===== src/verilog/text_video_pkg.sv =====
package text_video_pkg;

    // ------------------------------
    // screen geometry
    // ------------------------------
    localparam int COLS   = 80;
    localparam int ROWS   = 30;
    localparam int COL_W  = 7;
    localparam int ROW_W  = 5;
    localparam int BUF_AW = 12;    // 2400 cells

    // control register indices
    localparam logic [7:0] REG_LINE      = 8'h00;
    localparam logic [7:0] REG_CUR_X     = 8'h01;
    localparam logic [7:0] REG_CUR_Y     = 8'h02;
    localparam logic [7:0] REG_CUR_VIS   = 8'h03;
    localparam logic [7:0] REG_SCROLL_UP = 8'h04;
    localparam logic [7:0] REG_SCROLL_DN = 8'h05;
    localparam logic [7:0] REG_TTY_DATA  = 8'h06;
    localparam logic [7:0] REG_TTY_BUSY  = 8'h07;
    localparam logic [7:0] REG_CLR_EOL   = 8'h08;
    localparam logic [7:0] REG_CLR_SCR   = 8'h09;
    localparam logic [7:0] REG_TTY_EN    = 8'h0A;

    // tty control codes
    localparam logic [7:0] CH_CR = 8'h0D;
    localparam logic [7:0] CH_LF = 8'h0A;
    localparam logic [7:0] CH_BS = 8'h08;

    typedef struct packed {
        logic             is_line;    // 80-CF window
        logic [COL_W-1:0] col;
    } line_addr_t;

    // cpu address, seen as a register index or as a line-data column
    typedef union packed {
        logic [7:0] ctrl;
        line_addr_t line;
    } reg_addr_u;

    typedef struct packed {
        logic [ROW_W-1:0] row;
        logic [COL_W-1:0] col;
    } cell_pos_t;

    typedef struct packed {
        logic      we;
        cell_pos_t pos;    // logical row, mapped in the buffer
        logic [7:0] data;
    } buf_wr_t;

    typedef struct packed {
        logic             move_x;
        logic [COL_W-1:0] x;
        logic             move_y;
        logic [ROW_W-1:0] y;
        logic             wr_char;
        logic [7:0]       ch;
        logic             clr_eol;
        logic             clr_scr;
        logic             scroll_up;
        logic             scroll_dn;
    } tty_cmd_t;

    typedef struct packed {
        logic       hsync;
        logic       vsync;
        logic       de;
        logic [7:0] ch;    // bit 7 already flipped at the cursor
    } video_out_t;

endpackage


===== src/verilog/raster_timing.sv =====
`timescale 1ns/1ns

module raster_timing
    import text_video_pkg::*;
#(
    parameter int H_ACTIVE = 640,
    parameter int H_FPORCH = 16,
    parameter int H_SYNC   = 96,
    parameter int H_BPORCH = 48,
    parameter int V_ACTIVE = 480,
    parameter int V_FPORCH = 10,
    parameter int V_SYNC   = 2,
    parameter int V_BPORCH = 33
)
(
    input  logic      clk_i,
    input  logic      rst_n_i,
    output logic      hsync_o,
    output logic      vsync_o,
    output logic      de_o,
    output cell_pos_t cell_o
);

    localparam int H_TOTAL = H_SYNC + H_BPORCH + H_ACTIVE + H_FPORCH;
    localparam int V_TOTAL = V_SYNC + V_BPORCH + V_ACTIVE + V_FPORCH;
    localparam int H_START = H_SYNC + H_BPORCH;    // first visible pixel
    localparam int V_START = V_SYNC + V_BPORCH;
    localparam int HW      = $clog2(H_TOTAL);
    localparam int VW      = $clog2(V_TOTAL);

    logic [HW-1:0] h_cnt;
    logic [VW-1:0] v_cnt;
    logic [HW-1:0] h_off;
    logic [VW-1:0] v_off;
    logic          h_last;

    assign h_last = (h_cnt == HW'(H_TOTAL - 1));

    always_ff @(posedge clk_i or negedge rst_n_i)
    begin
        if (!rst_n_i)
        begin
            // parked on the last pixel, both syncs idle high
            h_cnt <= HW'(H_TOTAL - 1);
            v_cnt <= VW'(V_TOTAL - 1);
        end
        else if (h_last)
        begin
            h_cnt <= '0;
            v_cnt <= (v_cnt == VW'(V_TOTAL - 1)) ? '0 : v_cnt + 1'b1;
        end
        else
            h_cnt <= h_cnt + 1'b1;
    end

    // sync pulses open each line and frame, negative polarity
    assign hsync_o = (h_cnt >= HW'(H_SYNC));
    assign vsync_o = (v_cnt >= VW'(V_SYNC));
    assign de_o    = (h_cnt >= HW'(H_START)) && (h_cnt < HW'(H_START + H_ACTIVE))
                  && (v_cnt >= VW'(V_START)) && (v_cnt < VW'(V_START + V_ACTIVE));

    // 8x16 character cells
    assign h_off      = h_cnt - HW'(H_START);
    assign v_off      = v_cnt - VW'(V_START);
    assign cell_o.col = h_off[3 +: COL_W];
    assign cell_o.row = v_off[4 +: ROW_W];

endmodule


===== config.mk =====
export PLATFORM = sky130hd
export DESIGN_NAME = raster_timing
export DESIGN_NICKNAME = d
export VERILOG_FILES = /design/src/verilog/text_video_pkg.sv /design/src/verilog/raster_timing.sv
export SDC_FILE = /design/constraint.sdc
export NUM_CORES = 1
export LEC_CHECK = 0
export ABC_AREA = 1
export BUFFER_PORTS_ARGS = -buffer_cell sky130_fd_sc_hd__buf_4
export CAP_MARGIN = 15
export CORE_AREA = 4 4 57 59
export CTS_CLUSTER_DIAMETER = 150
export DETAILED_ROUTE_END_ITERATION = 8
export DIE_AREA = 0 0 61 63
export PLACE_DENSITY = 0.85
export SKIP_LAST_GASP = 1
export SYNTH_ARGS = -nofsm -noshare
export SYNTH_HDL_FRONTEND = slang
export SYNTH_SLANG_ARGS = --single-unit

===== constraint.sdc =====
create_clock -name clk_i -period 4.4 [get_ports clk_i]
set_clock_uncertainty 0.15 [all_clocks]
set_input_delay 0.44 -clock clk_i [delete_from_list [all_inputs] [get_ports clk_i]]
set_output_delay 0.44 -clock clk_i [all_outputs]
set_load 0.02 [all_outputs]

==> flow_summary.json <==
{
  "path_common_cell": "nand2_1",
  "grt_pass1_vias": 1209,
  "cts.htree.levels": 1,
  "ys_top_cells_by_area": "dfstp_2 17%, dfrtp_1 16%, nand2_1 11%",
  "start_util": 0.564,
  "synth_seq_cells": 20,
  "avgRoutedWirePerCell_um": 11.6,
  "postCtsSetupBuffers": 0,
  "antennaDiodeCount": 0,
  "synthesis.nets": 218,
  "drt-vias-per-instance": 5.13,
  "antenna_found_initial": 0,
  "timing.slew.headroom": 0.755,
  "cts_tree": "yes",
  "place.gp.congestion": 0.860,
  "crit_buf_inv": 2,
  "hp-class": "reg2reg",
  "yosysSeqAreaShare": 0.336,
  "path_cells": "inv_1 > ha_1 > nand2_1 > nand2_1 > nand2_1 > nor2_1 > nor2_1 > nand2_1 > nor2_1 > buf_4",
  "path_clk_slew_ps": 120,
  "grt_use_total": 0.171,
  "drc": 0,
  "wirelength_um": 2970,
  "num_rows": 19,
  "die_area_sq_um": 3840,
  "holdWs_ps": 372,
  "final_common_cell": "nand2_1",
  "fin_crit_ps": 2470,
  "fin_crit_sh": 0.560,
  "synth_area_sq_um": 1530,
  "crit_path_start_kind": "flop",
  "worstSetupPathType": "reg2out",
  "drtIter0Drc": 55,
  "setup_violations": 0,
  "power_leakage_nw": 0.937,
  "yosysTopAreaCell": "dfstp_2",
  "clockBufferDepth": 2,
  "synth_cell_types": 29,
  "pin_count": 17,
  "hpwlAfterDp_um": 2320,
  "drv_cap": 0,
  "worstPathMaxFanout": 5,
  "grt_max_degree": 21,
  "clkSinkCount": 20,
  "synth_top_area_frac": 0.172,
  "overflow": 0,
  "cts-buffers-inserted": 3,
  "dieHeight_um": 63,
  "syn_inst": 207,
  "ant_nets": 0,
  "synth.avg_cell_area_sq_um": 7.38,
  "via_count": 1309,
  "rsz0062_at_grt": "false",
  "worst_pin_slew_ps": 367,
  "arrival_ps": 1880,
  "cp_slowest_stage_delay_ps": 590,
  "layout.nets": 236,
  "clk_latency_ps": 300,
  "outcome": "complete, no violations",
  "finalHoldViolCount": 0,
  "crit_path_top_delay_cell": "dfstp_2",
  "fmax_ghz": 0.406,
  "cts_resized": 0,
  "layout-drive-gt1-share": 0.228,
  "fp.dieW_um": 61,
  "end_kind": "output port",
  "hold_buffers": 1,
  "power_density_nw_per_um2": 197,
  "place_ws_ps": 2260,
  "ir_worst_vdd_uv": 217,
  "areaGrowthSynthToFinish_pct": 13.0,
  "grt_pass1_wl_um": 5200,
  "required_ps": 3810,
  "drt-pass1-iter-count": 4,
  "coreArea_sq_um": 2710,
  "setup_slack_ps": 1930,
  "fin_setup_tns_ps": 0,
  "ys.warnings.count": 0,
  "io_buffers": 16,
  "ff2ff_setup_slack_ps": 2640,
  "layout_common_cells": "43 x nand2_1, 27 x inv_1, 25 x nor2_1, 20 x nand3_1, 16 x buf_4",
  "slew_viol_final": 0,
  "path_delay_family": "flip-flops",
  "clock-root-buffer": "clkbuf_4"
}
-- path summary, 6_finish.rpt --
path                       startpoint        to  depth (start not counted)
max                          h_cnt[4]      de_o                         10
min                          v_cnt[3]  v_cnt[3]                          2
min in group asynchronous     rst_n_i  v_cnt[0]                          2
max reg2reg                  h_cnt[0]  v_cnt[2]                          7
max in group asynchronous     rst_n_i  h_cnt[9]                          2
min reg2reg                  v_cnt[3]  v_cnt[3]                          2
-- metrics by stage --
stage          total power, mW  cell area, sq um   util  cells
2_1_floorplan            0.187              1530      -    207
3_3_place_gp             0.192              1660  0.614    250
5_1_grt                  0.355              1730  0.637    255
4_1_cts                  0.345              1730  0.637    255
6_report                 0.340              1730  0.637    255
3_5_place_dp             0.192              1660  0.614    250
-- flip-flops by register name, indices dropped and copies added (netlist names) --
signal	count
v_cnt	10
h_cnt	10
-- layout make-up --
type	count	area, sq um
Multi-Input combinational cell	152	875
Sequential cell	20	513
Clock buffer	3	22.5
Fill cell	249	983
Tap cell	31	38.8
Inverter	31	118
Timing Repair Buffer	17	130
Clock inverter	1	30.0
-- cells in the mapped netlist (all sizes together) --
library cell / instances
a21oi: 7
and2: 1
buf: 4
clkinv: 1
dfrtp: 10
dfstp: 10
ha: 9
inv: 30
nand2: 47
nand3: 21
nand3b: 1
nand4: 6
nor2: 34
nor3: 6
o21ai: 6
or2: 1
xnor2: 1
xor2: 12
-- logic make-up (layout without fill, tap and decap cells) --
group,after synthesis,in the layout,share of synthesized area
adder cells (fa/ha/maj),9,9,0.0737
AO/OA/AOI/OAI,13,13,0.0450
flip-flops,20,20,0.336
buffers and inverters,35,52,0.0917
XOR/XNOR,13,13,0.0745
AND/OR/NAND/NOR,117,117,0.379
-- metal layers --
| metal | wire length [um] | GRT usage | share of wire |
|---|---|---|---|
| met3 | 129 | 0.0186 | 0.043 |
| met5 | 0 | 0 | 0 |
| met2 | 1400 | 0.263 | 0.47 |
| met4 | 18 | 0.0461 | 0.0061 |
| met1 | 1420 | 0.249 | 0.48 |
-- report_power, final --
part	total [mW]	switching [mW]	internal, mW
Combinational	0.00471	0.00352	0.00118
Sequential	0.184	0	0.184
Clock	0.151	0.0591	0.0920
Total	0.340	0.0626	0.278
-- worst reg2reg max path: stages (launching register included) --
cell      delay, ps
dfstp_2         570
ha_1            210
nand2_1         110
nor2_4          170
nand4_4         200
clkinv_2        150
nand3_1          90
nand2_1          80
Note: power is estimated with default switching activity, not from simulation.
