--- src/verilog/text_video_pkg.sv ---
package text_video_pkg;

    // ------------------------------
    // screen geometry
    // ------------------------------
    localparam int COLS   = 80;
    localparam int ROWS   = 30;
    localparam int COL_W  = 7;
    localparam int ROW_W  = 5;
    localparam int BUF_AW = 12;    // 2400 cells

    // control register indices
    localparam logic [7:0] REG_LINE      = 8'h00;
    localparam logic [7:0] REG_CUR_X     = 8'h01;
    localparam logic [7:0] REG_CUR_Y     = 8'h02;
    localparam logic [7:0] REG_CUR_VIS   = 8'h03;
    localparam logic [7:0] REG_SCROLL_UP = 8'h04;
    localparam logic [7:0] REG_SCROLL_DN = 8'h05;
    localparam logic [7:0] REG_TTY_DATA  = 8'h06;
    localparam logic [7:0] REG_TTY_BUSY  = 8'h07;
    localparam logic [7:0] REG_CLR_EOL   = 8'h08;
    localparam logic [7:0] REG_CLR_SCR   = 8'h09;
    localparam logic [7:0] REG_TTY_EN    = 8'h0A;

    // tty control codes
    localparam logic [7:0] CH_CR = 8'h0D;
    localparam logic [7:0] CH_LF = 8'h0A;
    localparam logic [7:0] CH_BS = 8'h08;

    typedef struct packed {
        logic             is_line;    // 80-CF window
        logic [COL_W-1:0] col;
    } line_addr_t;

    // cpu address, seen as a register index or as a line-data column
    typedef union packed {
        logic [7:0] ctrl;
        line_addr_t line;
    } reg_addr_u;

    typedef struct packed {
        logic [ROW_W-1:0] row;
        logic [COL_W-1:0] col;
    } cell_pos_t;

    typedef struct packed {
        logic      we;
        cell_pos_t pos;    // logical row, mapped in the buffer
        logic [7:0] data;
    } buf_wr_t;

    typedef struct packed {
        logic             move_x;
        logic [COL_W-1:0] x;
        logic             move_y;
        logic [ROW_W-1:0] y;
        logic             wr_char;
        logic [7:0]       ch;
        logic             clr_eol;
        logic             clr_scr;
        logic             scroll_up;
        logic             scroll_dn;
    } tty_cmd_t;

    typedef struct packed {
        logic       hsync;
        logic       vsync;
        logic       de;
        logic [7:0] ch;    // bit 7 already flipped at the cursor
    } video_out_t;

endpackage

--- src/verilog/cpu_regs.sv ---
`timescale 1ns/1ns

module cpu_regs
    import text_video_pkg::*;
(
    input  logic       clk_i,
    input  logic       rst_n_i,
    input  reg_addr_u  reg_addr_i,
    input  logic [7:0] data_i,
    input  logic       cs_i,
    input  logic       r_w_n_i,
    output logic [7:0] data_o,
    input  cell_pos_t  cursor_i,
    input  logic       busy_i,
    input  logic [7:0] buf_rdata_i,
    output buf_wr_t    cpu_wr_o,
    output cell_pos_t  cpu_rd_o,
    output tty_cmd_t   cmd_o,
    output logic       cursor_vis_o
);

    logic             wr_en;
    logic             line_ok;      // line-data address inside the row
    logic             line_ok_q;
    reg_addr_u        addr_q;
    logic [ROW_W-1:0] line_q;
    logic             tty_en;

    assign wr_en   = cs_i && !r_w_n_i;
    assign line_ok = reg_addr_i.line.is_line && (reg_addr_i.line.col < COL_W'(COLS));

    // ------------------------------
    // port A of the character buffer
    // ------------------------------
    assign cpu_rd_o.row  = line_q;
    assign cpu_rd_o.col  = reg_addr_i.line.col;
    assign cpu_wr_o.we   = wr_en && line_ok;
    assign cpu_wr_o.pos  = cpu_rd_o;
    assign cpu_wr_o.data = data_i;

    // ------------------------------
    // register writes and strobes
    // ------------------------------
    always_ff @(posedge clk_i or negedge rst_n_i)
    begin
        if (!rst_n_i)
        begin
            line_q       <= '0;
            cursor_vis_o <= 1'b1;
            tty_en       <= 1'b1;
            cmd_o        <= '0;
        end
        else
        begin
            // strobes live for one cycle
            cmd_o.move_x    <= 1'b0;
            cmd_o.move_y    <= 1'b0;
            cmd_o.wr_char   <= 1'b0;
            cmd_o.clr_eol   <= 1'b0;
            cmd_o.clr_scr   <= 1'b0;
            cmd_o.scroll_up <= 1'b0;
            cmd_o.scroll_dn <= 1'b0;
            if (wr_en)
            begin
                case (reg_addr_i.ctrl)
                    REG_LINE:      line_q <= data_i[ROW_W-1:0];
                    REG_CUR_X:
                    begin
                        cmd_o.x      <= data_i[COL_W-1:0];
                        cmd_o.move_x <= 1'b1;
                    end
                    REG_CUR_Y:
                    begin
                        cmd_o.y      <= data_i[ROW_W-1:0];
                        cmd_o.move_y <= 1'b1;
                    end
                    REG_CUR_VIS:   cursor_vis_o <= data_i[0];
                    REG_SCROLL_UP: cmd_o.scroll_up <= 1'b1;
                    REG_SCROLL_DN: cmd_o.scroll_dn <= 1'b1;
                    REG_TTY_DATA:
                    begin
                        cmd_o.ch      <= data_i;
                        cmd_o.wr_char <= tty_en;    // dropped while output is off
                    end
                    REG_CLR_EOL:   cmd_o.clr_eol <= 1'b1;
                    REG_CLR_SCR:   cmd_o.clr_scr <= 1'b1;
                    REG_TTY_EN:    tty_en <= data_i[0];
                    default: ;
                endcase
            end
        end
    end

    // read data, one cycle behind the sampled address
    always_ff @(posedge clk_i or negedge rst_n_i)
    begin
        if (!rst_n_i)
        begin
            addr_q    <= '0;
            line_ok_q <= 1'b0;
            data_o    <= '0;
        end
        else
        begin
            addr_q    <= reg_addr_i;
            line_ok_q <= line_ok;
            if (line_ok_q)
                data_o <= buf_rdata_i;
            else
            begin
                case (addr_q.ctrl)
                    REG_LINE:     data_o <= 8'(line_q);
                    REG_CUR_X:    data_o <= 8'(cursor_i.col);
                    REG_CUR_Y:    data_o <= 8'(cursor_i.row);
                    REG_CUR_VIS:  data_o <= 8'(cursor_vis_o);
                    REG_TTY_BUSY: data_o <= 8'(busy_i);
                    REG_TTY_EN:   data_o <= 8'(tty_en);
                    default:      data_o <= '0;
                endcase
            end
        end
    end

endmodule

--- config.mk ---
export PLATFORM = sky130hd
export DESIGN_NAME = cpu_regs
export DESIGN_NICKNAME = d
export VERILOG_FILES = /design/src/verilog/text_video_pkg.sv /design/src/verilog/cpu_regs.sv
export SDC_FILE = /design/constraint.sdc
export NUM_CORES = 1
export LEC_CHECK = 0
export BUFFER_PORTS_ARGS = -buffer_cell sky130_fd_sc_hd__buf_2
export CAP_MARGIN = 20
export CORE_MARGIN = 2
export CORE_UTILIZATION = 28
export DETAILED_ROUTE_END_ITERATION = 10
export RECOVER_POWER = 25
export SLEW_MARGIN = 20
export SYNTH_ARGS = -nofsm -noshare
export SYNTH_HDL_FRONTEND = slang
export SYNTH_SLANG_ARGS = --single-unit
--- constraint.sdc ---
create_clock -name clk_i -period 1.8 [get_ports clk_i]
set_input_delay 0.27 -clock clk_i [delete_from_list [all_inputs] [get_ports clk_i]]
set_output_delay 0.27 -clock clk_i [all_outputs]
set_load 0.01 [all_outputs]
==> flow_summary.json, run 1 <==
{
  "row_count": 32,
  "tightestPinTransition_ps": 1070,
  "finalClockSkew_ps": 4.75,
  "async_flop_share_pct": 100,
  "critical-path-max-stage-delay_ps": 520,
  "drtPass1Iterations": 4,
  "critPathTopFamily": "simple AND/OR/NAND/NOR gates",
  "vias": 1580,
  "cts_buffer_depth": 2,
  "diodes": 0,
  "path_clk_slew_ps": 90,
  "dpl.hpwl_mm": 3.83,
  "fp.dieH_um": 92.7,
  "slew_headroom_pct": 28.6,
  "fmax_mhz": 572,
  "final_nets": 308,
  "synth.avg_cell_area_um2": 13.0,
  "ant_nets": 0,
  "die_area_mm2": 0.00858,
  "yosysSeqAreaShare_pct": 58.1,
  "final-max-slew-violation-count": 0,
  "yosysMostFrequentCell": "dfrtp_1",
  "post_dp_cell_area_mm2": 0.00276,
  "period_share_pct": 97.1,
  "grt_max_degree": 22,
  "post-route-util_pct": 37.2,
  "htree_levels": 2,
  "dp.cells": 361,
  "nFillCells": 792,
  "numClockSinks": 51,
  "routedWlPerCell_um": 13.2,
  "cp-end-kind": "flop",
  "p_per_area_mw_per_mm2": 744,
  "multi_input_area_um2": 713,
  "antenna_found_initial": 0,
  "yosysUniqueCellTypes": 28,
  "critPathSlowestCell": "or4_4",
  "wl_met2_mm": 2.41,
  "core_mm2": 0.00769,
  "synth_edf_count": 0,
  "crit_type": "in -> reg",
  "grt_pass1_vias": 1568,
  "path_cells": "buf_2 > or4_4 > or3_4 > nor4_4 > buf_4 > mux2_2",
  "path_max_fanout": 5,
  "final_cells": 370,
  "yosysWarnings": 0,
  "fin_total_pwr_uw": 2130,
  "synth_top_flop_cell": "dfrtp_1",
  "cts_setup_buffers": 0,
  "cts_tree": "done",
  "port_buffers": 109,
  "netlist_top_cells_count": "49 x dfrtp_1, 27 x buf_4, 27 x mux2_2",
  "grt_use_total_pct": 11.6,
  "start_kind": "input port",
  "grt_setup_unrepaired": "true",
  "crit_required_ps": 1980,
  "worst-path-buf-inv": 2,
  "synthToLayoutAreaGrowth_pct": 30.0,
  "hold_viol": 0,
  "seqCellArea_mm2": 0.00128,
  "drc": 0,
  "synth_largest_area_cell": "dfrtp_1",
  "hold_path_class": "in -> reg",
  "viasPerCell": 4.27,
  "syn_inst": 169,
  "crit_arrival_ps": 1930,
  "cts_buffers": 5,
  "clkLatencyLatePin_ps": 290,
  "peakVddDrop_mv": 0.345,
  "status": "finished, final reports clean",
  "synth_top_cell_area_share_pct": 55.7,
  "p_leak_uw": 0.00156,
  "highest_layer": "met4",
  "grt_pass1_wl_mm": 7.89,
  "syn_nets": 210,
  "ys_seq_elements": 51,
  "gp_congestion": 0.707,
  "stdcell_area_mm2": 0.00286,
  "synthTopCellsByArea": "dfrtp_1 56%, mux2_2 14%, buf_4 9.2%",
  "netlist_area_mm2": 0.00220,
  "cts_root_buf": "clkbuf_8",
  "start_util_pct": 28.6,
  "period_needed_ps": 1750,
  "overflow": 0,
  "wl_mm": 4.88,
  "dieWidth_um": 92.7,
  "ios": 110,
  "drv_cap": 0,
  "met1Wirelength_mm": 2.06,
  "setup_viol": 0,
  "wl_met3_um": 390,
  "drtIter0Drc": 29,
  "drive_above_1_share_pct": 55.2
}
[power breakdown]
| part | total, µW | switching (µW) | internal (µW) | leakage, µW |
|---|---|---|---|---|
| Clock | 685 | 371 | 314 | 0.0000474 |
| Sequential | 1200 | 21.8 | 1180 | 0.000678 |
| Combinational | 240 | 130 | 110 | 0.000830 |
[cell usage in the layout, fill, tap and decap left out, drive strengths merged, types with 2 or more instances in the layout]
cell type | synthesis | routed
nor4 | 2 | 2
nor2 | 8 | 8
buf | 27 | 104
inv | 2 | 2
mux2i | 6 | 6
or4 | 2 | 2
nand3 | 2 | 2
mux2 | 27 | 27
and3 | 2 | 2
a32o | 2 | 2
nor3b | 2 | 2
nor2b | 2 | 2
dfrtp | 49 | 49
and2 | 2 | 2
o21ai | 6 | 6
clkbuf | 3 | 22
nand2b | 2 | 2
a22o | 4 | 4
dfstp | 2 | 2
nand2 | 12 | 12
[timing repair]
item / 4_1_cts / 5_1_grt
endpoints found under the hold margin: 15 / 0
setup endpoints to repair: 0 / 10
hold buffers: 1 / 0
gates resized for setup: 0 / 5
[state kept, by name, indices dropped and copies added (netlist names)]
name	count
line_q	5
cursor_vis_o	1
cmd_o	27
data_o	8
addr_q	8
line_ok_q	1
tty_en	1
[layout make-up]
type	instances	share of cell area, %
clock inverter	2	0.569
multi-input combinational	86	24.9
sequential	51	44.7
timing repair buffer	121	22.2
inverter	2	0.262
clock buffer	6	2.89
tap	102	4.46
[cells by family after synthesis]
group,count (synthesis),share of synthesized area [%]
flops,51,58.1
simple gates,39,10.6
mux,33,16.5
buf+inv,32,10.1
compound gates,14,4.72
[worst reg2reg max path: cells and delay by family, from the launching register on]
kind	cells	cell delay, ps
DFF	1	380
buffers and inverters	1	180
AOI/OAI and AO/OA	1	170
and+or+nand+nor	2	700
[worst paths after layout]
kind	startpoint	to	slack, ps	cells after the start
worst max register to register	line_ok_q	data_o[5]	320	4
worst min register to register	cmd_o[11]	cmd_o[11]	510	1
worst min-delay path	reg_addr_i[4]	addr_q[4]	90	1
worst max-delay path	reg_addr_i[5]	line_q[0]	50	6
min in group asynchronous	rst_n_i	addr_q[5]	680	2
max in group asynchronous	rst_n_i	line_q[0]	330	3
[through the flow]
step	setup slack, ps	hold WS [ps]	TNS [ps]
floorplan	-112	-25.6	-561
global placement	-254	237	-4710
detailed placement	-276	238	-5160
CTS	40.5	92.7	0
global route	-17.6	72.2	-56.3
finish	53.0	85.4	0
[metal layers]
layer	vias to the layer above	track usage (%)
met5	-	0
met4	0	2.57
met3	2	3.42
met2	67	20.3
met1	759	14.2
li1	752	-
(Power assumes the default switching activity.)
==> run 2: changes to the inputs <==
ABC_AREA = 1   (was default)
==> run 2 against run 1 <==
Total power fell by 0.37%. Global-route usage barely moved. Clock power fell by 4.2%. Clock skew fell by 3.3 ps. Fmax rose by 27%. Count of clock-buffer cells in the layout fell by 1. Synthesized cell count rose by 53%. Synthesized area rose by 11%. Core utilization fell by 2.6 points. Wire length rose by 12%. Combinational power rose by 9.2%. Register-to-register slack improved by 99 ps.
==> flow_summary.json, run 2 <==
{
  "status": "finished, final reports clean",
  "cts_tree": "done",
  "p_sw_share_pct": 26.8,
  "tightestPinTransition_ps": 698,
  "drive_above_1_share_pct": 43.1,
  "netlist_top_cells_count": "59 x nand2_1, 49 x dfrtp_1, 28 x buf_4",
  "combPwrFrac_pct": 12.4,
  "diodes": 0,
  "seqCellArea_mm2": 0.00128,
  "drtPass1Iterations": 4,
  "grt_max_degree": 52,
  "hold_ws_ps": 137,
  "crit_type": "reg -> reg",
  "seqPwrFrac_pct": 56.7,
  "synth_top_cell_area_share_pct": 50.3,
  "grt_setup_unrepaired": "false",
  "cts_resized": 0,
  "ys_seq_elements": 51,
  "critPathTopFamily": "simple AND/OR/NAND/NOR gates",
  "numClockSinks": 51,
  "cts_setup_buffers": 0,
  "crit_arrival_ps": 1610,
  "p_leak_uw": 0.00170,
  "async_flop_share_pct": 100,
  "drv_cap": 0,
  "final-max-slew-violation-count": 0,
  "ios": 110,
  "p_per_area_mw_per_mm2": 713,
  "path_cells": "inv_1 > nand2_1 > nor2_1 > nand3_1 > nand2_1 > nor2_1 > a21oi_1",
  "synth_top_flop_cell": "dfrtp_1",
  "finalClockSkew_ps": 1.45,
  "p_sw_uw": 567,
  "cts_buffers": 5,
  "yosysWarnings": 0,
  "grt_pass1_vias": 1822,
  "fmax_mhz": 724,
  "start_util_pct": 28.3,
  "synth_largest_area_cell": "dfrtp_1",
  "antenna_found_initial": 0,
  "synthTopCellsByArea": "dfrtp_1 50%, nand2_1 9.1%, buf_4 8.6%",
  "min_delay_path_depth": 1,
  "vias": 1883,
  "gp_congestion": 0.761,
  "critPathSlowestCell": "dfrtp_1",
  "final_common_cell": "buf_2",
  "path_clk_slew_ps": 90,
  "routedWlPerCell_um": 12.0,
  "slew_headroom_pct": 53.5,
  "clkPwrFrac_pct": 31.0,
  "largest_registers": "cmd_o: 27 flops, addr_q: 8 flops, data_o: 8 flops",
  "cts_buffer_depth": 2,
  "cts_root_buf": "clkbuf_8",
  "yosysSeqAreaShare_pct": 52.5,
  "peakVddDrop_mv": 0.243,
  "synth_edf_count": 0,
  "hold_viol": 0,
  "viasPerCell": 4.15,
  "core_mm2": 0.00859,
  "post-route-util_pct": 34.6,
  "cp-end-kind": "flop",
  "drtIter0Drc": 70,
  "syn_inst": 258,
  "clkLatencyLatePin_ps": 300,
  "multi_input_area_um2": 808,
  "cp_num_cells": 7,
  "port_buffers": 109,
  "yosysUniqueCellTypes": 26,
  "final_cell_mix": "101 x buf_2, 59 x nand2_1, 49 x dfrtp_1",
  "overflow": 0,
  "setup_viol": 0,
  "holdBufCountCts": 1,
  "dieWidth_um": 97.3,
  "hold_path_class": "in -> reg",
  "final_nets": 386,
  "start_kind": "flop",
  "period_needed_ps": 1380,
  "largest_reg_flops": 27,
  "htree_levels": 2,
  "fin_total_pwr_uw": 2120,
  "nFillCells": 926,
  "critical-path-max-stage-delay_ps": 400,
  "synth.avg_cell_area_um2": 9.44,
  "yosysMostFrequentCell": "nand2_1",
  "setup_tns_ps": 0,
  "reg2reg_depth": 7,
  "ant_nets": 0,
  "die_area_mm2": 0.00946,
  "wl_mm": 5.44,
  "path_max_fanout": 5,
  "grt_pass1_wl_mm": 8.97,
  "drc": 0,
  "crit_required_ps": 2030,
  "netlist_area_mm2": 0.00244,
  "fp.dieH_um": 97.3,
  "grt_use_total_pct": 11.6,
  "dpl.hpwl_mm": 4.22,
  "worst-path-buf-inv": 1,
  "p_int_uw": 1550,
  "synthToLayoutAreaGrowth_pct": 22.0,
  "row_count": 34,
  "syn_nets": 299,
  "regMostFlops": "cmd_o",
  "period_share_pct": 76.7
}
run 2: changes by cell type after synthesis, moves of 6 or more:
cell,previous run,this run
mux2i_1,6,0
nor2_1,8,18
o21ai_2,0,17
nand2_1,12,59
mux2_2,27,0
inv_1,2,26
nand3_1,2,17
run 2: power groups by stage:
stage               clock network (µW)  logic (µW)  registers, µW
finish                             656         262           1200
global route                       729         295           1210
CTS                                694         275           1200
detailed placement                   0         273           1220
global placement                     0         269           1220
floorplan                            0         142           1230
run 2: layout make-up:
type / instances / share of cell area [%]
inverter: 27 / 3.41
tap: 108 / 4.55
multi-input combinational: 148 / 27.2
clock inverter: 3 / 0.673
clock buffer: 5 / 2.31
timing repair buffer: 112 / 18.9
sequential: 51 / 43.0
run 2: routing by layer:
| metal | GRT usage [%] | vias up | wire (µm) |
|---|---|---|---|
| li1 | - | 951 | - |
| met1 | 15.0 | 866 | 2450 |
| met2 | 19.7 | 60 | 2580 |
| met3 | 3.02 | 6 | 356 |
| met4 | 2.56 | 0 | 53 |
| met5 | 0 | - | 0 |
run 2: final timing paths:
check / start / end / slack, ps
max: addr_q[3] / data_o[0] / 420
min: reg_addr_i[7] / addr_q[7] / 140
max reg2reg: addr_q[3] / data_o[0] / 420
min reg2reg: cmd_o[21] / cmd_o[21] / 490
max in group asynchronous: rst_n_i / cmd_o[17] / 690
min in group asynchronous: rst_n_i / addr_q[6] / 660
run 2: cells by family (layout without fill, tap and decap cells):
logic type	count (synthesis)	count (layout)	synth area share [%]
AOI/OAI and AO/OA	31	31	9.09
buffers and inverters	59	147	14.3
DFF	51	51	52.5
and+or+nand+nor	117	117	24.1
run 2: per-stage QoR:
step	instance area (µm²)	setup slack, ps	std cells
finish	2970	419	454
CTS	3000	439	454
global route	2970	305	454
global placement	2900	468	445
detailed placement	2900	440	445
floorplan	2440	704	258
