### src/verilog/text_video_pkg.sv
package text_video_pkg;

    // ------------------------------
    // screen geometry
    // ------------------------------
    localparam int COLS   = 80;
    localparam int ROWS   = 30;
    localparam int COL_W  = 7;
    localparam int ROW_W  = 5;
    localparam int BUF_AW = 12;    // 2400 cells

    // control register indices
    localparam logic [7:0] REG_LINE      = 8'h00;
    localparam logic [7:0] REG_CUR_X     = 8'h01;
    localparam logic [7:0] REG_CUR_Y     = 8'h02;
    localparam logic [7:0] REG_CUR_VIS   = 8'h03;
    localparam logic [7:0] REG_SCROLL_UP = 8'h04;
    localparam logic [7:0] REG_SCROLL_DN = 8'h05;
    localparam logic [7:0] REG_TTY_DATA  = 8'h06;
    localparam logic [7:0] REG_TTY_BUSY  = 8'h07;
    localparam logic [7:0] REG_CLR_EOL   = 8'h08;
    localparam logic [7:0] REG_CLR_SCR   = 8'h09;
    localparam logic [7:0] REG_TTY_EN    = 8'h0A;

    // tty control codes
    localparam logic [7:0] CH_CR = 8'h0D;
    localparam logic [7:0] CH_LF = 8'h0A;
    localparam logic [7:0] CH_BS = 8'h08;

    typedef struct packed {
        logic             is_line;    // 80-CF window
        logic [COL_W-1:0] col;
    } line_addr_t;

    // cpu address, seen as a register index or as a line-data column
    typedef union packed {
        logic [7:0] ctrl;
        line_addr_t line;
    } reg_addr_u;

    typedef struct packed {
        logic [ROW_W-1:0] row;
        logic [COL_W-1:0] col;
    } cell_pos_t;

    typedef struct packed {
        logic      we;
        cell_pos_t pos;    // logical row, mapped in the buffer
        logic [7:0] data;
    } buf_wr_t;

    typedef struct packed {
        logic             move_x;
        logic [COL_W-1:0] x;
        logic             move_y;
        logic [ROW_W-1:0] y;
        logic             wr_char;
        logic [7:0]       ch;
        logic             clr_eol;
        logic             clr_scr;
        logic             scroll_up;
        logic             scroll_dn;
    } tty_cmd_t;

    typedef struct packed {
        logic       hsync;
        logic       vsync;
        logic       de;
        logic [7:0] ch;    // bit 7 already flipped at the cursor
    } video_out_t;

endpackage

### src/verilog/tty_engine.sv
`timescale 1ns/1ns

module tty_engine
    import text_video_pkg::*;
(
    input  logic             clk_i,
    input  logic             rst_n_i,
    input  tty_cmd_t         cmd_i,
    output buf_wr_t          tty_wr_o,
    output cell_pos_t        cursor_o,
    output logic [ROW_W-1:0] start_row_o,
    output logic             busy_o
);

    typedef enum logic [2:0] {
        IDLE, WRITE_CHAR, MOVE_X, MOVE_Y,
        EOL_INIT, EOL_RUN, SCR_INIT, SCR_RUN
    } state_e;

    state_e           state;
    state_e           ret_state;      // target once a row clear is done
    logic [COL_W-1:0] clr_col;
    logic [ROW_W-1:0] clr_row;
    logic             scroll_pend;    // line feed off the bottom row
    logic             any_strobe;
    logic             is_ctrl;
    logic             at_last_col;
    logic             need_lf;

    function automatic logic [ROW_W-1:0] step_row(input logic [ROW_W-1:0] r, input logic up);
        if (up)
            return (r == ROW_W'(ROWS - 1)) ? '0 : r + 1'b1;
        return (r == '0) ? ROW_W'(ROWS - 1) : r - 1'b1;
    endfunction

    // a strobe in flight counts as busy too
    assign any_strobe = cmd_i.move_x | cmd_i.move_y | cmd_i.wr_char | cmd_i.clr_eol
                      | cmd_i.clr_scr | cmd_i.scroll_up | cmd_i.scroll_dn;
    assign busy_o     = (state != IDLE) || any_strobe;

    assign is_ctrl     = (cmd_i.ch == CH_CR) || (cmd_i.ch == CH_LF) || (cmd_i.ch == CH_BS);
    assign at_last_col = (cursor_o.col == COL_W'(COLS - 1));
    assign need_lf     = (cmd_i.ch == CH_LF) || (!is_ctrl && at_last_col);

    always_ff @(posedge clk_i or negedge rst_n_i)
    begin
        if (!rst_n_i)
        begin
            state       <= SCR_INIT;    // clear the buffer out of reset
            ret_state   <= IDLE;
            cursor_o    <= '0;
            start_row_o <= '0;
            clr_col     <= '0;
            clr_row     <= '0;
            scroll_pend <= 1'b0;
            tty_wr_o    <= '0;
        end
        else
        begin
            tty_wr_o.we <= 1'b0;
            case (state)
                IDLE:
                begin
                    ret_state   <= IDLE;
                    scroll_pend <= 1'b0;
                    if (cmd_i.move_x)
                        state <= MOVE_X;
                    else if (cmd_i.move_y)
                        state <= MOVE_Y;
                    else if (cmd_i.wr_char)
                        state <= WRITE_CHAR;
                    else if (cmd_i.clr_eol)
                        state <= EOL_INIT;
                    else if (cmd_i.clr_scr)
                        state <= SCR_INIT;
                    else if (cmd_i.scroll_up)
                        start_row_o <= step_row(start_row_o, 1'b1);
                    else if (cmd_i.scroll_dn)
                        start_row_o <= step_row(start_row_o, 1'b0);
                end
                WRITE_CHAR:
                begin
                    state <= IDLE;
                    if (cmd_i.ch == CH_CR)
                        cursor_o.col <= '0;
                    else if (cmd_i.ch == CH_BS)
                    begin
                        if (cursor_o.col != '0)
                        begin
                            tty_wr_o.we      <= 1'b1;
                            tty_wr_o.pos.row <= cursor_o.row;
                            tty_wr_o.pos.col <= cursor_o.col - 1'b1;
                            tty_wr_o.data    <= '0;
                            cursor_o.col     <= cursor_o.col - 1'b1;
                        end
                    end
                    else if (!is_ctrl)
                    begin
                        tty_wr_o.we   <= 1'b1;
                        tty_wr_o.pos  <= cursor_o;
                        tty_wr_o.data <= cmd_i.ch;
                        cursor_o.col  <= at_last_col ? '0 : cursor_o.col + 1'b1;
                    end
                    if (need_lf)
                    begin
                        if (cursor_o.row == ROW_W'(ROWS - 1))
                        begin
                            scroll_pend <= 1'b1;
                            state       <= EOL_INIT;
                        end
                        else
                            cursor_o.row <= cursor_o.row + 1'b1;
                    end
                end
                MOVE_X:
                begin
                    cursor_o.col <= cmd_i.x;
                    state        <= IDLE;
                end
                MOVE_Y:
                begin
                    cursor_o.row <= cmd_i.y;
                    state        <= IDLE;
                end
                // ------------------------------
                // clear from cursor x to col 79
                // ------------------------------
                EOL_INIT:
                begin
                    clr_col     <= cursor_o.col;
                    scroll_pend <= 1'b0;
                    if (scroll_pend)
                        start_row_o <= step_row(start_row_o, 1'b1);    // old top becomes bottom
                    state <= EOL_RUN;
                end
                EOL_RUN:
                begin
                    if (clr_col < COL_W'(COLS))
                    begin
                        tty_wr_o.we      <= 1'b1;
                        tty_wr_o.pos.row <= cursor_o.row;
                        tty_wr_o.pos.col <= clr_col;
                        tty_wr_o.data    <= '0;
                        clr_col          <= clr_col + 1'b1;
                    end
                    else
                        state <= ret_state;
                end
                SCR_INIT:
                begin
                    cursor_o <= '0;
                    clr_row  <= '0;
                    state    <= SCR_RUN;
                end
                SCR_RUN:
                begin
                    if (clr_row < ROW_W'(ROWS))
                    begin
                        cursor_o.row <= clr_row;    // row clear runs at the cursor
                        clr_row      <= clr_row + 1'b1;
                        ret_state    <= SCR_RUN;
                        state        <= EOL_INIT;
                    end
                    else
                    begin
                        cursor_o.row <= '0;
                        state        <= IDLE;
                    end
                end
                default: state <= IDLE;
            endcase
        end
    end

endmodule

### config.mk
export PLATFORM = sky130hd
export DESIGN_NAME = tty_engine
export DESIGN_NICKNAME = d
export VERILOG_FILES = /design/src/verilog/text_video_pkg.sv /design/src/verilog/tty_engine.sv
export SDC_FILE = /design/constraint.sdc
export NUM_CORES = 1
export LEC_CHECK = 0
export ABC_AREA = 1
export BUFFER_PORTS_ARGS = -buffer_cell sky130_fd_sc_hd__buf_4
export CORE_ASPECT_RATIO = 0.8
export CORE_MARGIN = 2
export CORE_UTILIZATION = 55
export DETAILED_ROUTE_END_ITERATION = 8
export PLACE_DENSITY = 0.87
export SYNTH_ARGS = -nofsm -noshare
export SYNTH_HDL_FRONTEND = slang
export SYNTH_SLANG_ARGS = --single-unit
### constraint.sdc
create_clock -name clk_i -period 3.4 [get_ports clk_i]
set_input_delay 0.17 -clock clk_i [delete_from_list [all_inputs] [get_ports clk_i]]
set_output_delay 0.17 -clock clk_i [all_outputs]
set_load 0.02 [all_outputs]
==> results of run 1 <==
registers in the layout (all words and copies together), names as in the netlist:
name,cells
clr_col,7
state,3
scroll_pend,1
cursor_o,12
tty_wr_o,21
clr_row,5
start_row_o,5
ret_state,1
cells in the final DEF (no fill, tap or decap), drive strengths merged, types with 5 or more instances in the layout:
| cell type | count |
|---|---|
| xnor2 | 5 |
| xor2 | 7 |
| ha | 9 |
| nand2 | 158 |
| nor2 | 52 |
| nand3 | 72 |
| buf | 67 |
| o21ai | 51 |
| a21oi | 22 |
| inv | 54 |
| clkbuf | 6 |
| dfrtp | 53 |
cell families after synthesis:
kind of cell,after synthesis
flops,55
simple gates,291
xor+xnor,12
buf+inv,66
fa+ha+maj,9
compound gates,80
metrics by stage:
stage	hold WS (ns)	setup WS (ns)	utilization, %
floorplan	-0.126	1.66	-
global placement	0.260	1.58	65.4
detailed placement	0.267	1.41	65.4
CTS	0.120	1.38	66.9
global route	0.132	1.25	66.9
finish	0.116	1.36	66.9
power by group through the flow:
stage	sequential, mW	combinational [mW]	clock [mW]
5_1_grt	0.654	0.0731	0.422
2_1_floorplan	0.667	0.0193	0
4_1_cts	0.654	0.0660	0.387
3_3_place_gp	0.667	0.0627	0
6_report	0.654	0.0649	0.388
3_5_place_dp	0.667	0.0649	0
per-layer routing:
layer  up-vias  share of wire, %
li1       1795                 -
met4         0               1.0
met5         -                 0
met1      1755                46
met3        13               7.2
met2       159                46
worst max-delay path: stages, from the launching register on:
cell and delay [ns]:
dfrtp_1 0.50, inv_1 0.21, ha_1 0.30, nand3_2 0.13, nor2_4 0.17, o21ai_2 0.09
nand2_4 0.23, nand2_2 0.15, nand2_1 0.09, nand2_1 0.07
final cells by class:
cell class / instances / area [um2] / area share, %
clock inverters: 2 / 16.3 / 0.374
clock buffers: 6 / 72.6 / 1.67
well taps: 84 / 105 / 2.42
multi-input cells: 392 / 2060 / 47.3
repair buffers: 68 / 513 / 11.8
flip-flops and latches: 55 / 1380 / 31.7
inverters: 54 / 209 / 4.80
worst min-delay path by stage:
stage | start | end | slack [ns] | depth (start not counted)
global placement | rst_n_i | cursor_o[5]$_DFFE_PN0P_ | 0.26 | 1
finish | cmd_i[11] | tty_wr_o[7]$_DFFE_PN0P_ | 0.12 | 3
floorplan | rst_n_i | clr_col[0]$_DFFE_PN0P_ | -0.13 | 0
global route | cmd_i[11] | tty_wr_o[7]$_DFFE_PN0P_ | 0.13 | 3
detailed placement | rst_n_i | cursor_o[5]$_DFFE_PN0P_ | 0.27 | 1
CTS | cmd_i[11] | tty_wr_o[7]$_DFFE_PN0P_ | 0.12 | 3
==> impl_metrics.yaml, run 1 <==
power:
  peakVddDrop_v: 0.000158
  p_per_area_mw_per_mm2: 254
  p_leak_nw: 2.22
  p_switching_mw: 0.276
  pwr-share-clk_pct: 35.0
  intPower_mw: 0.830
  comb_power_share_pct: 5.9
  p_seq_share_pct: 59.1
  total_power_mw: 1.11
  netSwitchingFraction_pct: 24.9
global_routing:
  grtUsageTotal_pct: 26.9
  antenna_found_initial: 0
  grt_pass1_wl_um: 16000
  met2_usage_pct: 42.8
  met1_usage_pct: 38.6
  grt_busiest_layer: "met2"
  overflow: 0
  grt_max_degree: 56
  grt_pass1_vias: 3421
  gr-usage-met3_pct: 3.98
critical_path:
  reg2reg_to: "tty_wr_o[17]$_DFFE_PN0P_"
  ff2ff_path_depth: 9
  r2r_start: "cursor_o[0]$_DFFE_PN0P_"
  critical_path_class: "reg2reg"
  critPathCapture: "tty_wr_o[17]$_DFFE_PN0P_"
  startpoint_type: "flip-flop"
  cp-startpoint: "cursor_o[0]$_DFFE_PN0P_"
  regToRegSetupSlack_ns: 1.36
  critPathRequiredTime_ns: 3.61
  critPathCaptureType: "flip-flop"
  arrival_ns: 2.25
  path_max_fanout: 21
final_layout:
  area_growth_pct: 16.1
  n_antenna_cell: 0
  final_cells: 661
  final_area_mm2: 0.00435
  nets: 614
  fill_cells: 574
  drive_gt1_share_pct: 21.8
clock_tree:
  cts_made_buffers: 5
  clock_path_buffers: 2
  cts_setup_buffers: 0
  clock-sinks: 55
  cts_root_buf: "clkbuf_8"
  ctsHoldBuffers: 1
  h-tree-depth: 2
  cts-resized-gates: 0
  clk_latency_ns: 0.32
  cts_tree: "yes"
  clk_pin_slew_ns: 0.11
detailed_routing:
  drt_iter0_markers: 260
  wl_um: 9680
  vias: 3722
  postRouteAntennaNets: 0
  wl_per_cell_um: 14.6
  drc: 0
  via_per_inst: 5.63
  first_pass_iters: 5
floorplan:
  ios: 68
  core_mm2: 0.00651
  num_rows: 26
  die-area_mm2: 0.00750
  chipWidth_um: 96.3
  fp.dieH_um: 77.8
  start_util_pct: 57.6
timing:
  rsz0062_at_grt: "false"
  slew_headroom_pct: 52.5
  worstMarginPinSlew_ns: 0.712
  final-setup-viol-count: 0
  tns_ns: 0
  final.setup_skew_ns: 0.00602
  hold_viol: 0
  fin_crit_sh_pct: 60.1
  period_minus_slack_ns: 2.04
  drv_slew: 0
  clock.fmax_mhz: 489
synthesis:
  async_reset_ff_share_pct: 100
  synth_xor_area_share_pct: 2.80
  ys_top_cells_by_count: "nand2_1 (146), nand3_1 (62), dfrtp_1 (53), inv_1 (44), nor2_1 (41)"
  ys_types: 37
  synth-edff-count: 0
  synth_fa_ha_area_share_pct: 3.00
  synth_top_area_share_pct: 35.4
  synth-compound-area-share_pct: 12.0
  synth.most_common_cell: "nand2_1"
  synth_warnings: 0
  synth_mux_area_share_pct: 0
  synth.ff_latch_count: 55
  yosysTopAreaCell: "dfrtp_1"
  avgSynthCellArea_um2: 7.31
  synthSimpleGateAreaFrac_pct: 37.0
  syn_inst: 513
  synth_area_mm2: 0.00375
  yosys-top-cells-area: "dfrtp_1 (35%), nand2_1 (15%), nand3_1 (8.3%), inv_1 (4.4%), o21ai_0 (4.3%)"
  synth_fp_nets: 551
  synth_top_family_by_area: "simple AND/OR/NAND/NOR gates"
  synth-main-ff-cell: "dfrtp_1"
  synth_seq_area_share_pct: 36.8
placed_design:
  place_inst: 652
  gp_congestion: 0.967
  io_buffers: 67
  dpl_cell_area_mm2: 0.00425
  dp_hpwl_um: 7340
worst_hold_path:
  holdCritPathClass: "in2reg"
job:
  drv_cap: 0
status:
  outcome: "complete, no violations"
Note: power is estimated with default switching activity, not from simulation.
==> run 2, diff against run 1 <==
CORE_UTILIZATION = 51   (was 55)
PLACE_DENSITY = 0.85   (was 0.87)
clock period = 1.8 ns   (was 3.4 ns; I/O delays follow)
==> impl_metrics.yaml, run 2 (same netlist as run 1, synthesis figures left out) <==
final_layout:
  regMostFlops: "tty_wr_o"
  n_antenna_cell: 0
  multi_input_area_mm2: 0.00208
  largest_reg_flops: 21
  fill_cells: 631
  area_growth_pct: 21.3
  drive_gt1_share_pct: 25.9
  final_area_mm2: 0.00455
  mostFrequentLayoutCells: "nand2_1 (145), buf_4 (87), nand3_1 (61)"
  final_common_cell: "nand2_1"
  regArea_mm2: 0.00138
  nets: 636
  reg_top3: "tty_wr_o (21), cursor_o (12), clr_col (7)"
placed_design:
  dp_hpwl_um: 7510
  place_ws_ns: 0.101
  io_buffers: 67
  gp_congestion: 0.932
  dpl_cell_area_mm2: 0.00435
floorplan:
  start_util_pct: 53.6
  ios: 68
  num_rows: 27
  fp.dieH_um: 80.7
  chipWidth_um: 99.9
  die-area_mm2: 0.00806
  core_mm2: 0.00699
detailed_routing:
  via_per_inst: 5.47
  drc: 0
  postRouteAntennaNets: 0
  wl_met3_um: 736
  vias: 3749
  met1_length_um: 4610
  wl_per_cell_um: 14.4
  drt_iter0_markers: 269
  dr_wl_met2_um: 4380
  first_pass_iters: 5
  top_layer_used: "met4"
  wl_um: 9840
timing:
  final.setup_skew_ns: 0.0121
  drv_slew: 0
  fin_crit_sh_pct: 92.6
  final-setup-viol-count: 0
  worstMarginPinSlew_ns: 0.705
  worst_slack_ns: 0.133
  hold_viol: 0
  rsz0062_at_grt: "true"
  period_minus_slack_ns: 1.67
  whs_ns: 0.0639
  clock.fmax_mhz: 600
  slew_headroom_pct: 53.0
critical_path:
  crit_path_cell_trace: "inv_1 > nand3_2 > inv_4 > nand2_4 > inv_2 > nand2_2 > inv_2 > nor2_4 > nand2_1 > o21ai_1"
  cp_common_cell: "inv_2"
  path_depth: 10
  critPathCapture: "cursor_o[1]$_DFFE_PN0P_"
  ff2ff_path_depth: 10
  startpoint_type: "flip-flop"
  arrival_ns: 1.90
  reg2reg_to: "cursor_o[1]$_DFFE_PN0P_"
  critPathCaptureType: "flip-flop"
  r2r_start: "state[2]$_DFFE_PN1P_"
  critical_path_class: "reg2reg"
  critPathMaxStageDelay_ns: 0.63
  path_max_fanout: 8
  critPathRequiredTime_ns: 2.04
  regToRegSetupSlack_ns: 0.13
  critical_path.top_delay_family: "flip-flops"
  critPathBufInv: 4
  cp-startpoint: "state[2]$_DFFE_PN1P_"
  cp_slowest_cell: "dfstp_2"
global_routing:
  grtUsageTotal_pct: 25.2
  overflow: 0
  grt_pass1_vias: 3407
  grt_max_degree: 56
  antenna_found_initial: 0
  grt_pass1_wl_um: 16200
clock_tree:
  clk_pin_slew_ns: 0.10
  cts_tree: "yes"
  cts_made_buffers: 5
  clock_path_buffers: 2
  clk_latency_ns: 0.31
  cts_root_buf: "clkbuf_8"
  clock-sinks: 55
  h-tree-depth: 2
power:
  peakVddDrop_v: 0.000332
  p_per_area_mw_per_mm2: 447
  p_leak_nw: 2.33
job:
  drv_cap: 0
worst_hold_path:
  holdCritPathClass: "in2reg"
status:
  outcome: "complete, no violations"
## run 2: cell types whose count changed in the layout (fill, tap and decap cells not counted), sizes merged
cell | previous run | this run
buf | 67 | 88
clkinv | 1 | 3
clkbuf | 6 | 5
clkinvlp | 1 | 0
inv | 54 | 53
nor2 | 52 | 53
## run 2: worst min path at each step
stage                                   end  cells after the start  startpoint  slack (ns)
finish              cursor_o[5]$_DFFE_PN0P_                      5   cmd_i[24]        0.06
global route        tty_wr_o[3]$_DFFE_PN0P_                      3    cmd_i[7]        0.07
CTS                 tty_wr_o[7]$_DFFE_PN0P_                      3   cmd_i[11]        0.06
detailed placement  cursor_o[4]$_DFFE_PN0P_                      1     rst_n_i        0.18
global placement    cursor_o[0]$_DFFE_PN0P_                      1     rst_n_i        0.18
floorplan            clr_col[0]$_DFFE_PN0P_                      0     rst_n_i       -0.21
## run 2: what timing repair did
item | in CTS | in global routing
buffers inserted | 0 | 9
resized for setup | 0 | 8
endpoints found under the hold margin | 53 | 0
setup endpoints to repair | 0 | 17
hold buffers | 1 | 0
## run 2: report_power, final
group / switching, mW / internal [mW] / total, mW
combinational: 0.0700 / 0.0520 / 0.122
sequential: 0 / 1.23 / 1.23
clock: 0.409 / 0.268 / 0.677
## run 2: layout make-up
cell class              instances  share of cell area [%]
clock buffers                   5                    1.51
clock inverters                 2                   0.303
inverters                      54                    4.60
multi-input cells             393                    45.8
flip-flops and latches         55                    30.4
well taps                      87                    2.39
repair buffers                 89                    15.0
## run 2: worst register-to-register path: cells and delay by family (launching register included)
family / cells / cell delay (ns)
DFF: 1 / 0.63
and+or+nand+nor: 5 / 0.60
buffers and inverters: 4 / 0.30
AOI/OAI and AO/OA: 1 / 0.07
## run 2: per-stage QoR
| stage | setup TNS, ns | cells | total power, mW | util [%] |
|---|---|---|---|---|
| after CTS | 0 | 675 | 2.04 | 63.5 |
| after floorplan | 0 | 513 | 1.30 | - |
| final | 0 | 685 | 2.03 | 65.0 |
| after global placement | 0 | 667 | 1.38 | 62.2 |
| after global routing | -0.0303 | 685 | 2.11 | 65.0 |
| after detailed placement | 0 | 667 | 1.38 | 62.2 |
## run 2: per-layer routing
metal	global-route usage [%]	up-vias
met5	0	-
met4	5.34	0
met3	4.96	15
met2	38.6	142
met1	36.9	1759
li1	-	1833
